<file path="config.mk">
export PLATFORM = sky130hd
export DESIGN_NAME = fetch_top
export DESIGN_NICKNAME = d
export VERILOG_FILES = /design/src/common/fetch_pkg.sv /design/src/fetch/fetch_request.sv /design/src/fetch/fetch_buffer.sv /design/src/source/instr_predecode.sv /design/src/source/fetch_top.sv
export SDC_FILE = /design/constraint.sdc
export NUM_CORES = 1
export LEC_CHECK = 0
export BUFFER_PORTS_ARGS = -buffer_cell sky130_fd_sc_hd__buf_2
export CAP_MARGIN = 5
export CORE_MARGIN = 2
export CORE_UTILIZATION = 40
export DETAILED_ROUTE_END_ITERATION = 8
export GPL_TIMING_DRIVEN = 0
export SKIP_CTS_REPAIR_TIMING = 1
export SLEW_MARGIN = 20
export SYNTH_ARGS = -nofsm -noshare
export SYNTH_HDL_FRONTEND = slang
export SYNTH_SLANG_ARGS = --single-unit
</file>
<file path="constraint.sdc">
create_clock -name g_clk -period 8.9 [get_ports g_clk]
set_input_delay 1.335 -clock g_clk [delete_from_list [all_inputs] [get_ports g_clk]]
set_output_delay 1.335 -clock g_clk [all_outputs]
set_load 0.01 [all_outputs]
</file>
<file path="src/common/fetch_pkg.sv">
// Fetch package: data widths, buffer capacity, read limits and AXI constants
package fetch_pkg;

    // Data and address width
    localparam int XLEN = 32;

    // Fetch buffer capacity, counted in halfwords
    localparam int BUF_HALFWORDS = 4;
    localparam int BUF_BITS      = BUF_HALFWORDS * 16;   // Buffer storage width

    // Halfword counts, 0 to BUF_HALFWORDS
    localparam int DEPTH_W = $clog2(BUF_HALFWORDS + 1);

    // Largest number of AXI reads in flight
    localparam int MAX_OUTSTANDING = 2;
    localparam int OUT_W           = $clog2(MAX_OUTSTANDING + 1);

    // AXI response codes
    localparam logic [1:0] RESP_OKAY   = 2'b00;
    localparam logic [1:0] RESP_SLVERR = 2'b10;

    // AXI protection bits for an unprivileged, secure instruction access
    localparam logic [2:0] ARPROT_INSTR = 3'b100;

endpackage

</file>
<file path="src/fetch/fetch_request.sv">
// Fetch requester: AXI4-Lite read address issue, in-flight tracking, stale response drain
`timescale 1ns/1ps

module fetch_request
    import fetch_pkg::*;
(
    input  logic               g_clk,
    input  logic               reset,
    input  logic               flush,               // Redirect pulse
    input  logic [XLEN-1:0]    redirect_pc,

    output logic [XLEN-1:0]    araddr,
    output logic [2:0]         arprot,
    output logic               arvalid,
    input  logic               arready,

    input  logic [XLEN-1:0]    rdata,
    input  logic [1:0]         rresp,
    input  logic               rvalid,
    output logic               rready,

    output logic               f_4byte,             // Full word into the buffer
    output logic               f_2byte,             // Upper halfword only
    output logic               f_err,
    output logic [XLEN-1:0]    f_in,
    input  logic               f_ready,
    input  logic               space_ok,            // Buffer has room for one more word
    output logic [DEPTH_W-1:0] inflight_halfwords   // Halfwords still to arrive
);

    logic             active;       // Set by the first redirect
    logic             half_first;   // Next live response loads its upper half only
    logic [OUT_W-1:0] outstanding;  // All reads issued and not yet answered
    logic [OUT_W-1:0] discard;      // Reads left over from an old stream
    logic [OUT_W-1:0] out_left;     // Outstanding after this cycle's response
    logic [OUT_W-1:0] live_reads;
    logic [XLEN-1:0]  fetch_addr;   // Next word address to request
    logic [XLEN-1:0]  issue_addr;
    logic             ar_fire;
    logic             r_fire;
    logic             drop;
    logic             ar_free;
    logic             issue;

    assign ar_fire = arvalid && arready;
    assign drop    = discard != '0;                  // Response belongs to an old stream
    assign rready  = drop || (active && f_ready);    // Stale data always drains
    assign r_fire  = rvalid && rready;

    assign out_left = outstanding - OUT_W'(r_fire);
    assign ar_free  = !arvalid || ar_fire;           // AR slot free by next edge

    // A redirect requests its own aligned word straight away
    assign issue_addr = flush ? {redirect_pc[XLEN-1:2], 2'b00} : fetch_addr;
    assign issue      = ar_free && (out_left < MAX_OUTSTANDING) &&
                        (flush || (active && space_ok));

    // Every live read is booked as two halfwords, so the space check is conservative
    assign live_reads         = outstanding - discard;
    assign inflight_halfwords = {live_reads, 1'b0};

    assign arprot  = ARPROT_INSTR;
    assign f_in    = rdata;                          // Data goes straight through
    assign f_err   = rresp != RESP_OKAY;
    assign f_4byte = r_fire && !drop && !half_first;
    assign f_2byte = r_fire && !drop && half_first;

    always_ff @(posedge g_clk) begin
        if (reset) begin
            active      <= 1'b0;
            arvalid     <= 1'b0;
            outstanding <= '0;
            discard     <= '0;
            half_first  <= 1'b0;
        end else begin
            outstanding <= out_left + OUT_W'(issue);
            if (issue) begin
                arvalid <= 1'b1;
            end else if (ar_fire) begin
                arvalid <= 1'b0;
            end
            if (flush) begin
                // Everything still on the bus is now stale
                active     <= 1'b1;
                discard    <= out_left;
                half_first <= redirect_pc[1];
            end else begin
                if (r_fire && drop) begin
                    discard <= discard - 1'b1;
                end
                if (r_fire && !drop) begin
                    half_first <= 1'b0;      // Only the first word is split
                end
            end
        end
    end

    // Address registers, stable while arvalid waits for arready
    always_ff @(posedge g_clk) begin
        if (issue) begin
            araddr     <= issue_addr;
            fetch_addr <= issue_addr + XLEN'(4);
        end else if (flush) begin
            fetch_addr <= issue_addr;        // AR busy, new stream starts after it
        end
    end

endmodule

</file>
<file path="src/fetch/fetch_buffer.sv">
// Fetch buffer: halfword shift store that splits words into 16-bit and 32-bit instructions
`timescale 1ns/1ps

module fetch_buffer
    import fetch_pkg::*;
(
    input  logic               g_clk,
    input  logic               reset,
    input  logic               flush,

    input  logic               f_4byte,             // Two halfwords in
    input  logic               f_2byte,             // One halfword in, from f_in[31:16]
    input  logic               f_err,
    input  logic [XLEN-1:0]    f_in,
    output logic               f_ready,             // Room for a full word this cycle

    input  logic [DEPTH_W-1:0] inflight_halfwords,
    output logic               space_ok,            // Room for one more request

    output logic               buf_valid,
    output logic               buf_16,              // Oldest instruction is compressed
    output logic [XLEN-1:0]    buf_out,
    output logic               buf_err,
    input  logic               buf_ready
);

    logic [BUF_BITS-1:0]      buffer;               // Oldest halfword in the low bits
    logic [BUF_HALFWORDS-1:0] buffer_err;           // One error bit per halfword
    logic [DEPTH_W-1:0]       depth;

    logic                     eat_2;
    logic                     eat_4;
    logic [DEPTH_W-1:0]       add_hw;
    logic [DEPTH_W-1:0]       sub_hw;
    logic [DEPTH_W-1:0]       insert_at;
    logic [DEPTH_W:0]         committed;
    logic [XLEN-1:0]          ins_data;
    logic [1:0]               ins_err;
    logic [BUF_BITS-1:0]      n_buffer;
    logic [BUF_HALFWORDS-1:0] n_buffer_err;

    // Instruction length comes from the low bits of the oldest halfword
    assign buf_out   = buffer[XLEN-1:0];
    assign buf_16    = buf_out[1:0] != 2'b11;
    assign buf_valid = buf_16 ? (depth >= DEPTH_W'(1)) : (depth >= DEPTH_W'(2));
    assign buf_err   = buf_16 ? buffer_err[0] : |buffer_err[1:0];

    assign eat_2 = buf_valid && buf_ready && buf_16;
    assign eat_4 = buf_valid && buf_ready && !buf_16;

    assign add_hw    = {1'b0, f_4byte, f_2byte};
    assign sub_hw    = {1'b0, eat_4, eat_2};
    assign insert_at = depth - sub_hw;               // First free slot after removal

    // Word fits once this cycle's instruction has left
    assign f_ready = insert_at <= DEPTH_W'(BUF_HALFWORDS - 2);

    // Stored plus expected halfwords must leave room for another word
    assign committed = depth + inflight_halfwords + (DEPTH_W + 1)'(2);
    assign space_ok  = committed <= (DEPTH_W + 1)'(BUF_HALFWORDS);

    // Incoming data, zero when nothing arrives
    always_comb begin
        ins_data = '0;
        ins_err  = 2'b00;
        if (f_4byte) begin
            ins_data = f_in;
            ins_err  = {2{f_err}};
        end else if (f_2byte) begin
            ins_data = {16'b0, f_in[XLEN-1:16]};
            ins_err  = {1'b0, f_err};
        end
    end

    // Shift out the consumed halfwords, then lay the new ones behind the rest
    assign n_buffer = (buffer >> {sub_hw, 4'b0000}) |
                      ({{(BUF_BITS - XLEN){1'b0}}, ins_data} << {insert_at, 4'b0000});
    assign n_buffer_err = (buffer_err >> sub_hw) |
                          ({{(BUF_HALFWORDS - 2){1'b0}}, ins_err} << insert_at);

    // Empty slots must read as zero for the OR merge above
    always_ff @(posedge g_clk) begin
        if (reset || flush) begin
            buffer     <= '0;
            buffer_err <= '0;
            depth      <= '0;
        end else begin
            buffer     <= n_buffer;
            buffer_err <= n_buffer_err;
            depth      <= depth + add_hw - sub_hw;
        end
    end

endmodule

</file>
<file path="src/source/instr_predecode.sv">
// Predecode stage: running PC and the instruction output register
`timescale 1ns/1ps

module instr_predecode
    import fetch_pkg::*;
(
    input  logic            g_clk,
    input  logic            reset,
    input  logic            flush,
    input  logic [XLEN-1:0] redirect_pc,        // Loaded as the running PC on flush

    input  logic            buf_valid,
    input  logic            buf_16,
    input  logic [XLEN-1:0] buf_out,
    input  logic            buf_err,
    output logic            buf_ready,

    output logic            out_valid,
    input  logic            out_ready,
    output logic [XLEN-1:0] out_pc,
    output logic [XLEN-1:0] out_instr,
    output logic            out_compressed,
    output logic            out_err
);

    logic [XLEN-1:0] pc;        // PC of the next instruction from the buffer
    logic            buf_fire;

    // Register takes a new entry when empty or when its entry leaves
    assign buf_ready = !out_valid || out_ready;
    assign buf_fire  = buf_valid && buf_ready;

    always_ff @(posedge g_clk) begin
        if (reset) begin
            out_valid <= 1'b0;
            pc        <= '0;
        end else if (flush) begin
            out_valid <= 1'b0;                      // Old stream dropped
            pc        <= redirect_pc;
        end else begin
            if (buf_fire) begin
                out_valid <= 1'b1;
                pc        <= pc + (buf_16 ? XLEN'(2) : XLEN'(4));
            end else if (out_ready) begin
                out_valid <= 1'b0;
            end
        end
    end

    // Payload, held while out_ready is low
    always_ff @(posedge g_clk) begin
        if (buf_fire) begin
            out_pc         <= pc;
            out_compressed <= buf_16;
            out_err        <= buf_err;
            // Compressed form keeps only its own halfword
            out_instr      <= buf_16 ? {16'b0, buf_out[15:0]} : buf_out;
        end
    end

endmodule

</file>
<file path="src/source/fetch_top.sv">
// Fetch front end top: requester, halfword buffer and predecode stage
`timescale 1ns/1ps

module fetch_top
    import fetch_pkg::*;
(
    input  logic            g_clk,
    input  logic            reset,

    // Redirect, one-cycle pulse
    input  logic            redirect,
    input  logic [XLEN-1:0] redirect_pc,

    // AXI4-Lite read address
    output logic [XLEN-1:0] araddr,
    output logic [2:0]      arprot,
    output logic            arvalid,
    input  logic            arready,

    // AXI4-Lite read data
    input  logic [XLEN-1:0] rdata,
    input  logic [1:0]      rresp,
    input  logic            rvalid,
    output logic            rready,

    // Instruction output
    output logic            out_valid,
    input  logic            out_ready,
    output logic [XLEN-1:0] out_pc,
    output logic [XLEN-1:0] out_instr,
    output logic            out_compressed,
    output logic            out_err
);

    logic               flush;
    logic               f_4byte;
    logic               f_2byte;
    logic               f_err;
    logic [XLEN-1:0]    f_in;
    logic               f_ready;
    logic               space_ok;
    logic [DEPTH_W-1:0] inflight_halfwords;
    logic               buf_valid;
    logic               buf_16;
    logic [XLEN-1:0]    buf_out;
    logic               buf_err;
    logic               buf_ready;

    assign flush = redirect;    // Whole pipe restarts on a redirect

    fetch_request u_fetch_request (
        .g_clk              (g_clk),
        .reset              (reset),
        .flush              (flush),
        .redirect_pc        (redirect_pc),
        .araddr             (araddr),
        .arprot             (arprot),
        .arvalid            (arvalid),
        .arready            (arready),
        .rdata              (rdata),
        .rresp              (rresp),
        .rvalid             (rvalid),
        .rready             (rready),
        .f_4byte            (f_4byte),
        .f_2byte            (f_2byte),
        .f_err              (f_err),
        .f_in               (f_in),
        .f_ready            (f_ready),
        .space_ok           (space_ok),
        .inflight_halfwords (inflight_halfwords)
    );

    fetch_buffer u_fetch_buffer (
        .g_clk              (g_clk),
        .reset              (reset),
        .flush              (flush),
        .f_4byte            (f_4byte),
        .f_2byte            (f_2byte),
        .f_err              (f_err),
        .f_in               (f_in),
        .f_ready            (f_ready),
        .inflight_halfwords (inflight_halfwords),
        .space_ok           (space_ok),
        .buf_valid          (buf_valid),
        .buf_16             (buf_16),
        .buf_out            (buf_out),
        .buf_err            (buf_err),
        .buf_ready          (buf_ready)
    );

    instr_predecode u_instr_predecode (
        .g_clk          (g_clk),
        .reset          (reset),
        .flush          (flush),
        .redirect_pc    (redirect_pc),
        .buf_valid      (buf_valid),
        .buf_16         (buf_16),
        .buf_out        (buf_out),
        .buf_err        (buf_err),
        .buf_ready      (buf_ready),
        .out_valid      (out_valid),
        .out_ready      (out_ready),
        .out_pc         (out_pc),
        .out_instr      (out_instr),
        .out_compressed (out_compressed),
        .out_err        (out_err)
    );

endmodule

</file>
* Word level (Yosys, flattened, before mapping)
Cells that the tools add are included.
Word-level totals: memory bits (read-only) 0, register bits after elaboration 241, input port bits 72, bits in latches 0, output and inout port bits 104, bits in writable memories 0, memories kept 0, logic and storage cells 93
Operators by class: $lt $le $gt $ge 5, $add $sub $neg 11, multipliers 0, muxes and demuxes 20, reduce and logical (&&, ||, !) cells 33, eq/ne operators 1, div/mod/pow operators 0, shift operators 4, bitwise logic cells 2
Operators by type and width (number):
- $mux 32 | 6
- $or 64x64->64 | 1
- $shl 32x7->64 | 1
- $shr 64x6->64 | 1
- $add 32x3->32 const B | 1
- $add 32x32->32 | 1
- $mux 16 | 1
- $reduce_bool 2->1 | 8
- $logic_and 1x1->1 | 13
- $mux 1 | 9
- $mux 2 | 3
- $sub 3x2->3 | 2
- $logic_not 1->1 | 5
- $logic_or 1x1->1 | 5
- $add 3x3->4 | 1
- $add 4x2->4 const B | 1
- $le 4x3->1 const B | 1
- $or 4x4->4 | 1
- $reduce_or 2->1 | 2
- $shl 2x3->4 | 1
- $shr 4x2->4 | 1
- $add 3x2->3 | 1
- $ge 3x1->1 const B | 1
- $ge 3x2->1 const B | 1
- 8 further kinds | 8

* Logic depth before layout (Yosys ltp)
Gate-level depths: netlist of the first run.
depth after elaboration 15, mapped depth 21, mapped depth without buffers 17

* Modules after synthesis
From an unflattened synthesis of the first run, not the netlist that was laid out.
Unflattened totals: cells, all modules 1141, area, all modules 11901.4 um^2
Modules (own cells, without submodules):
- instr_predecode | cells each 345, times used 1, seq. area each 2642.5 um^2, area an instance 4181.5 um^2
- fetch_buffer | cells each 488, times used 1, seq. area each 1421.4 um^2, area an instance 3990.1 um^2
- fetch_request | cells each 308, times used 1, seq. area each 2062.0 um^2, area an instance 3729.8 um^2

* Worst setup path after synthesis of the first run
No wires, ideal clock.
path type input -> register, start in out_ready, end reg u_fetch_request.fetch_addr[0] (enable), setup slack 0.166 ns, buffers on the path 2, setup time 0.375 ns, required time 8.525 ns, stages 16, data arrival time 8.359 ns, path through nor2b_1 a21o_1 clkbuf_1 inv_1 clkbuf_1 nand2_1 fa_1 xor2_1 nand3_1 nand2_1 and2_1 ha_1 xnor2_1 o221ai_1 nor2b_1 or2_2
Between the ends: word-level cells in the longest chain between the ends 13, elaborated cells on any way between the ends 14, classes of those cells add/sub (2); order compare (2); reduce/logical (10)
Ends and longest elaborated chain:
- from (decl) | RTL line fetch_top.sv:28 | input logic out_ready,
- $logic_or 1x1->1 (*) | RTL line instr_predecode.sv:30 | assign buf_ready = !out_valid || out_ready;
- $logic_and 1x1->1 (*)
- via u_instr_predecode.buf_fire | RTL line instr_predecode.sv:27 | logic buf_fire;
- $logic_and 1x1->1 (on tied branches) | RTL line fetch_buffer.sv:48, fetch_buffer.sv:49
- $sub 3x2->3 (*) | RTL line fetch_buffer.sv:53 | assign insert_at = depth - sub_hw;
- $le 3x2->1 (*) | RTL line fetch_buffer.sv:56 | assign f_ready = insert_at <= DEPTH_W'(BUF_HALFWORDS - 2);
- $logic_and 1x1->1 (*) | RTL line fetch_request.sv:47 | assign rready = drop || (active && f_ready);
- $logic_or 1x1->1 (*) | RTL line fetch_request.sv:47
- via rready | RTL line fetch_top.sv:24 | output logic rready,
- $logic_and 1x1->1 (*) | RTL line fetch_request.sv:48 | assign r_fire = rvalid && rready;
- $sub 2x1->2 (*) | RTL line fetch_request.sv:50 | assign out_left = outstanding - OUT_W'(r_fire);
- $lt 2x2->1 (*) | RTL line fetch_request.sv:55 | assign issue = ar_free && (out_left < MAX_OUTSTANDING) &&
- $logic_and 1x1->1 (*) (2 in a row) | RTL line fetch_request.sv:55
- via u_fetch_request.issue | RTL line fetch_request.sv:43 | logic issue;
- $reduce_bool 2->1 (no source line) (*)
- to (signal assigned) | RTL line fetch_request.sv:102 | fetch_addr <= issue_addr + XLEN'(4);
- to (signal assigned) | RTL line fetch_request.sv:104 | fetch_addr <= issue_addr;
- to (decl) | RTL line fetch_request.sv:37 | logic [XLEN-1:0] fetch_addr;
Mark *: on every way through the listed nets, which the timed path passes. The rest lies on a longest branch. A chain may end at the register's enable or synchronous reset.

* Worst setup path in the final report of the first run
start in out_ready, end reg u_fetch_request.fetch_addr[29] (data pin)
Between the ends: word-level cells in the longest chain between the ends 13, elaborated cells on any way between the ends 14, classes of those cells add/sub (2); order compare (2); mux (1); reduce/logical (9)
Ends and longest elaborated chain:
- $logic_or 1x1->1 (*) | RTL line instr_predecode.sv:30
- $logic_and 1x1->1 (*) | RTL line fetch_buffer.sv:48, fetch_buffer.sv:49
- $logic_and 1x1->1 (on tied branches) | RTL line fetch_buffer.sv:48, fetch_buffer.sv:49
- $sub 3x2->3 (*) | RTL line fetch_buffer.sv:53
- $le 3x2->1 (*) | RTL line fetch_buffer.sv:56
- $logic_and 1x1->1 (*) | RTL line fetch_request.sv:47
- $logic_or 1x1->1 (*) | RTL line fetch_request.sv:47
- $logic_and 1x1->1 (*) | RTL line fetch_request.sv:48
- $sub 2x1->2 (*) | RTL line fetch_request.sv:50
- $lt 2x2->1 (*) | RTL line fetch_request.sv:55
- $logic_and 1x1->1 (*) (2 in a row) | RTL line fetch_request.sv:55
- $mux 32 (*) | RTL line fetch_request.sv:100 | if (issue) begin
Mark *: on every way between the ends. The rest lies on a longest branch, timed or not.

==> reports/qor.txt, run 1 <==
status - finished clean
first-pass GRT wire length - 50300 µm
Placed Area - 0.0127 mm²
sequential area share after synthesis - 0.540
Yosys top cell by area - edfxtp_1
cell area after synthesis - 0.0114 mm²
core area - 0.0279 mm²
most frequent cells after synthesis - nand2_1, edfxtp_1, dfxtp_1
IO Pins - 176
R2R Setup Slk - 3070 ps
Num CTS Buffers - 27
clock buffer depth - 3
total track usage - 0.222
setup TNS - 0 ps
CTS tree - done
Worst Setup Path Type - input pin to register
DRC viols - 0
Critical Path Start - out_ready
Mean Syn Cell Area - 10.2 µm²
drt wl/cell - 19.3 µm
via-per-instance ratio - 5.34
antenna violations before repair - 3
hpwl dp - 24000 µm
FMAX - 0.159 GHz
worst r2r path cells - 21
die height - 172 µm
number of distinct library cells after synthesis - 60
H-tree lvl count - 1
via count - 9178
dominant synthesized flop cell - edfxtp_1
DR pass1 iterations - 5
Hold Crit Depth - 0
Core Rows - 61
gpl congestion - 0.882
Final min period - 6290 ps
PortBufs - 171
Hold Slack - 438 ps
number of global-route vias before repair - 8844
area share of the largest cell type after synthesis - 0.344
P_leak - 4.93 nW
most used cell along the critical path - clkbuf_1
Crit. End Element - register
CTS root buffer - clkbuf_16
final setup fails - 0
total grt overflow - 0
# Max-Cap Violations - 0
Slowest cell on crit path - clkbuf_1
ANT nets after route - 0
ys async rst share - 0
CP Launch Type - input pin
Worst slew margin - 0.290
n_diodes - 0
clock sinks - 241
top-count cell post-synth - nand2_1
Hold Path Class - register to register
largest net degree at the start of global routing - 52
Worst Skew - 9.88 ps
Design Area, Final - 0.0136 mm²
area growth from synthesis to layout - 19.6%
worst IR drop on VDD - 0.000231 V
Max FO, Critical Path - 10
Post-synth EDFFs - 130
unrepaired setup endpoints after global routing - no
Starting DRT DRC Count - 744
FF-to-FF Start - u_fetch_buffer.depth[1]$_SDFF_PP0_
Final period util - 0.707
Critical R2R Capture - u_fetch_request.fetch_addr[29]$_DFFE_PP_
worst-path cell chain - buf_2, nor2b_1, a21o_1, clkbuf_1, clkbuf_1, clkbuf_1, nor2_1, ha_1, inv_1, fa_1, xor2_1, nand3_1, nand2_1, and2_1, ha_1, xnor2_1, o221ai_1, or2_2, clkbuf_1, clkbuf_1, nor4_1, xnor2_1
Die Area - 0.0297 mm²
clock-pin slew on the worst setup and hold paths - 60 ps
Inst Count DP - 1670
WP data arrival - 6560 ps
flops & latches, synth - 241
Max stage delay on crit path - 580 ps
PwrDens - 346 mW/mm²
# nets final - 1409
dpl ws - 2110 ps
Final Hold Fails - 0
worst hold start - u_fetch_buffer.buffer[10]$_SDFF_PP0_
Synth area leaders - edfxtp_1, dfxtp_1, nand2_1
initial core utilization - 0.408
fin. max-slew vios - 0
DIE WIDTH - 172 µm
Clock Latency Late Sink - 530 ps
WHS Endpoint - u_instr_predecode.out_instr[10]$_DFFE_PN_
Final Worst Setup Slack - 2610 ps
Worst EP required - 9170 ps
Syn Inst Count - 1118
share of layout cells above drive strength 1 - 0.207
Worst Tran Pin Value - 1060 ps
final WL - 33100 µm
fin cells - 1718
Yosys Warn Count - 0
## cells in the final DEF (no fill, tap or decap), types with 31 or more instances in the layout
| cell | n |
|---|---|
| buf_2 | 179 |
| nand3_1 | 31 |
| a221oi_1 | 31 |
| edfxtp_1 | 130 |
| clkbuf_1 | 66 |
| nand2_1 | 160 |
| xnor2_1 | 35 |
| inv_1 | 48 |
| dfxtp_1 | 111 |
| nor2_1 | 100 |
| mux2_2 | 36 |
| a21oi_1 | 45 |
## critical path: cells and delay by family
family / cells / cell delay (ps)
and+or+nand+nor: 7 / 1490
AOI/OAI and AO/OA: 2 / 450
xor gates and xnor gates: 3 / 680
buffers and inverters: 7 / 2020
adders and majority gates: 3 / 560
## final cells by class
| cell class | instances | area [µm²] |
|---|---|---|
| multi-input cells | 746 | 4700 |
| repair buffers | 173 | 903 |
| inverters | 49 | 184 |
| fillers | 2684 | 14300 |
| plain buffers | 83 | 357 |
| clock inverters | 14 | 129 |
| clock buffers | 34 | 702 |
| flip-flops and latches | 241 | 6130 |
| well taps | 378 | 473 |
## metal layers
| layer | wire (µm) | up-vias | global-route usage |
|---|---|---|---|
| met5 | 35 | - | 0 |
| met1 | 13700 | 4318 | 0.280 |
| met3 | 2570 | 61 | 0.0433 |
| met4 | 870 | 6 | 0.0698 |
| met2 | 16000 | 350 | 0.382 |
| li1 | - | 4443 | - |
## cell families (layout without fill, tap and decap cells)
logic type               Yosys count  in the layout  share of synthesized area
AO/OA/AOI/OAI                    201            201                      0.125
XOR/XNOR                          62             62                     0.0478
adder cells (fa/ha/maj)           16             16                     0.0209
buffers and inverters            132            353                     0.0473
flip-flops                       241            241                      0.540
multiplexers                      49             49                     0.0472
other                              2              3                   0.000662
AND/OR/NAND/NOR                  415            415                      0.171
## how the worst max path moves through the flow
stage	to	slack (ps)	cells past startpoint
after detailed placement	u_fetch_request.fetch_addr[29]$_DFFE_PP_	2110	22
after global placement	u_fetch_request.fetch_addr[10]$_DFFE_PP_	-2530	17
after floorplan	u_fetch_request.fetch_addr[0]$_DFFE_PP_	170	16
after global routing	u_fetch_request.fetch_addr[13]$_DFFE_PP_	2300	22
final	u_fetch_request.fetch_addr[29]$_DFFE_PP_	2610	22
after CTS	u_fetch_request.fetch_addr[29]$_DFFE_PP_	2650	22
## report_power, final
| group | internal (mW) | switching (mW) |
|---|---|---|
| combinational | 0.601 | 1.23 |
| clock | 0.616 | 0.445 |
| sequential | 1.66 | 0.146 |
## metrics by stage
| step | utilization | power, mW |
|---|---|---|
| after floorplan | - | 2.94 |
| after global placement | 0.455 | 3.62 |
| after detailed placement | 0.457 | 3.65 |
| after CTS | 0.487 | 4.72 |
| after global routing | 0.487 | 4.98 |
| final | 0.487 | 4.70 |
## state kept, by name, indices dropped and copies added, names as in the netlist, 2 cells and up
signal,flops
u_instr_predecode.pc,32
u_fetch_buffer.buffer_err,4
u_fetch_request.outstanding,2
u_fetch_request.araddr,32
u_fetch_buffer.depth,3
u_fetch_buffer.buffer,64
u_instr_predecode.out_pc,32
u_fetch_request.discard,2
u_instr_predecode.out_instr,32
u_fetch_request.fetch_addr,32
Note: power is estimated with default switching activity, not from simulation.
==> inputs of run 2 (changes only) <==
==> constraint.sdc (replaced) <==
create_clock -name g_clk -period 6.4 [get_ports g_clk]
set_input_delay 0.96 -clock g_clk [delete_from_list [all_inputs] [get_ports g_clk]]
set_output_delay 0.96 -clock g_clk [all_outputs]
set_load 0.01 [all_outputs]
==> run 2 against run 1 <==
Effect of this change:
- sequential power grew 39%
- clock-buffer cell count grew 4
- combinational power grew 38%
==> reports/qor.txt, run 2 (synthesis results as in run 1) <==
status - finished clean
via count - 9173
PortBufs - 171
CTS root buffer - clkbuf_16
gpl congestion - 0.884
Clock Latency Late Sink - 540 ps
# Max-Cap Violations - 0
first-pass GRT wire length - 49400 µm
final design utilization - 0.489
Final Worst Setup Slack - 499 ps
total grt overflow - 0
Largest register FFs - 64
drt wl/cell - 19.1 µm
final setup fails - 0
commonest non-fill, non-tap cells in the layout - buf_2, nand2_1, edfxtp_1
ANT nets after route - 0
via-per-instance ratio - 5.34
H-tree lvl count - 1
n_diodes - 0
P_sw - 2.52 mW
worst IR drop on VDD - 0.000248 V
die height - 172 µm
Hold Path Class - register to register
Final period util - 0.922
antenna violations before repair - 2
DR pass1 iterations - 5
Core Rows - 61
Clock power frac - 0.232
DIE WIDTH - 172 µm
Starting DRT DRC Count - 629
Sw Share - 0.384
P_leak - 4.95 nW
Inst Count DP - 1669
# nets final - 1408
largest net degree at the start of global routing - 52
Int Power - 4.03 mW
clock sinks - 241
clock-pin slew on the worst setup and hold paths - 60 ps
dpl ws - -561 ps
Crit. End Element - register
FMAX - 0.169 GHz
Placed Area - 0.0127 mm²
Worst Setup Path Type - input pin to register
register name with the most flops - u_fetch_buffer.buffer
clock buffer depth - 3
share of layout cells above drive strength 1 - 0.209
WP data arrival - 6160 ps
IO Pins - 176
Design Area, Final - 0.0136 mm²
Worst Skew - 13.8 ps
Final min period - 5900 ps
PwrDens - 481 mW/mm²
final WL - 32800 µm
Max FO, Critical Path - 10
area growth from synthesis to layout - 19.9%
core area - 0.0279 mm²
unrepaired setup endpoints after global routing - no
Reg power frac - 0.383
initial core utilization - 0.408
Final Total Pwr - 6.55 mW
Num CTS Buffers - 26
setup TNS - 0 ps
fin cells - 1718
CP Launch Type - input pin
number of global-route vias before repair - 8851
Die Area - 0.0297 mm²
DRC viols - 0
Hold Slack - 429 ps
commonest non-fill, non-tap cell in the layout - buf_2
total track usage - 0.217
fin. max-slew vios - 0
Final Hold Fails - 0
Worst slew margin - 0.271
CTS tree - done
Logic pwr share - 0.386
hpwl dp - 23900 µm
Worst Tran Pin Value - 1090 ps
Worst EP required - 6660 ps
## run 2: cell count changes in the layout (fill, tap and decap cells not counted)
cell       before  now
clkinv_1        3    2
bufinv_16       2    1
clkbuf_1       66   64
clkbuf_16      27   28
clkbuf_8        0    5
inv_4           2    0
## run 2: power by group through the flow
stage / combinational, mW / sequential [mW] / clock [mW]
3_3_place_gp: 2.44 / 2.56 / 0
2_1_floorplan: 1.41 / 2.67 / 0
4_1_cts: 2.51 / 2.51 / 1.54
6_report: 2.53 / 2.51 / 1.52
3_5_place_dp: 2.50 / 2.54 / 0
5_1_grt: 2.78 / 2.56 / 1.60
## run 2: final cells by class
| class | count | area [µm²] |
|---|---|---|
| fill | 2626 | 14200 |
| sequential | 241 | 6130 |
| multi-input combinational | 746 | 4700 |
| timing repair buffer | 173 | 903 |
| clock buffer | 38 | 788 |
| tap | 378 | 473 |
| buffer | 83 | 357 |
| inverter | 49 | 184 |
| clock inverter | 10 | 82.6 |
## run 2: metal layers
| metal | wire [µm] | vias up | part of all wire | GRT usage |
|---|---|---|---|---|
| li1 | - | 4433 | - | - |
| met1 | 13600 | 4320 | 0.41 | 0.273 |
| met2 | 15900 | 358 | 0.48 | 0.375 |
| met3 | 2510 | 58 | 0.077 | 0.0417 |
| met4 | 781 | 4 | 0.024 | 0.0694 |
| met5 | 24 | - | 0.00073 | 0 |
## run 2: path summary, 6_finish.rpt
path	startpoint	to	slack, ps	depth (start not counted)
hold / removal	u_instr_predecode.pc[0]$_SDFFE_PP0P_	u_instr_predecode.out_pc[0]$_DFFE_PN_	430	0
hold reg to reg	u_instr_predecode.pc[0]$_SDFFE_PP0P_	u_instr_predecode.out_pc[0]$_DFFE_PN_	430	0
setup reg to reg	u_fetch_buffer.depth[1]$_SDFF_PP0_	u_fetch_request.fetch_addr[23]$_DFFE_PP_	560	21
setup / recovery	out_ready	u_fetch_request.fetch_addr[23]$_DFFE_PP_	500	22
## run 2: critical path: stages
cell      delay (ps)
buf_2            110
nor2b_1          280
a21o_1           120
clkbuf_1         310
clkbuf_1         390
clkbuf_1         570
nor2_1           150
ha_1             220
inv_1             60
fa_1             170
xor2_1           380
nand3_1          130
nand2_1          100
and2_1           140
ha_1             160
xnor2_1          190
o221ai_1         350
or2_2            400
clkbuf_1         210
clkbuf_1         340
nor4_1           310
xnor2_1          100
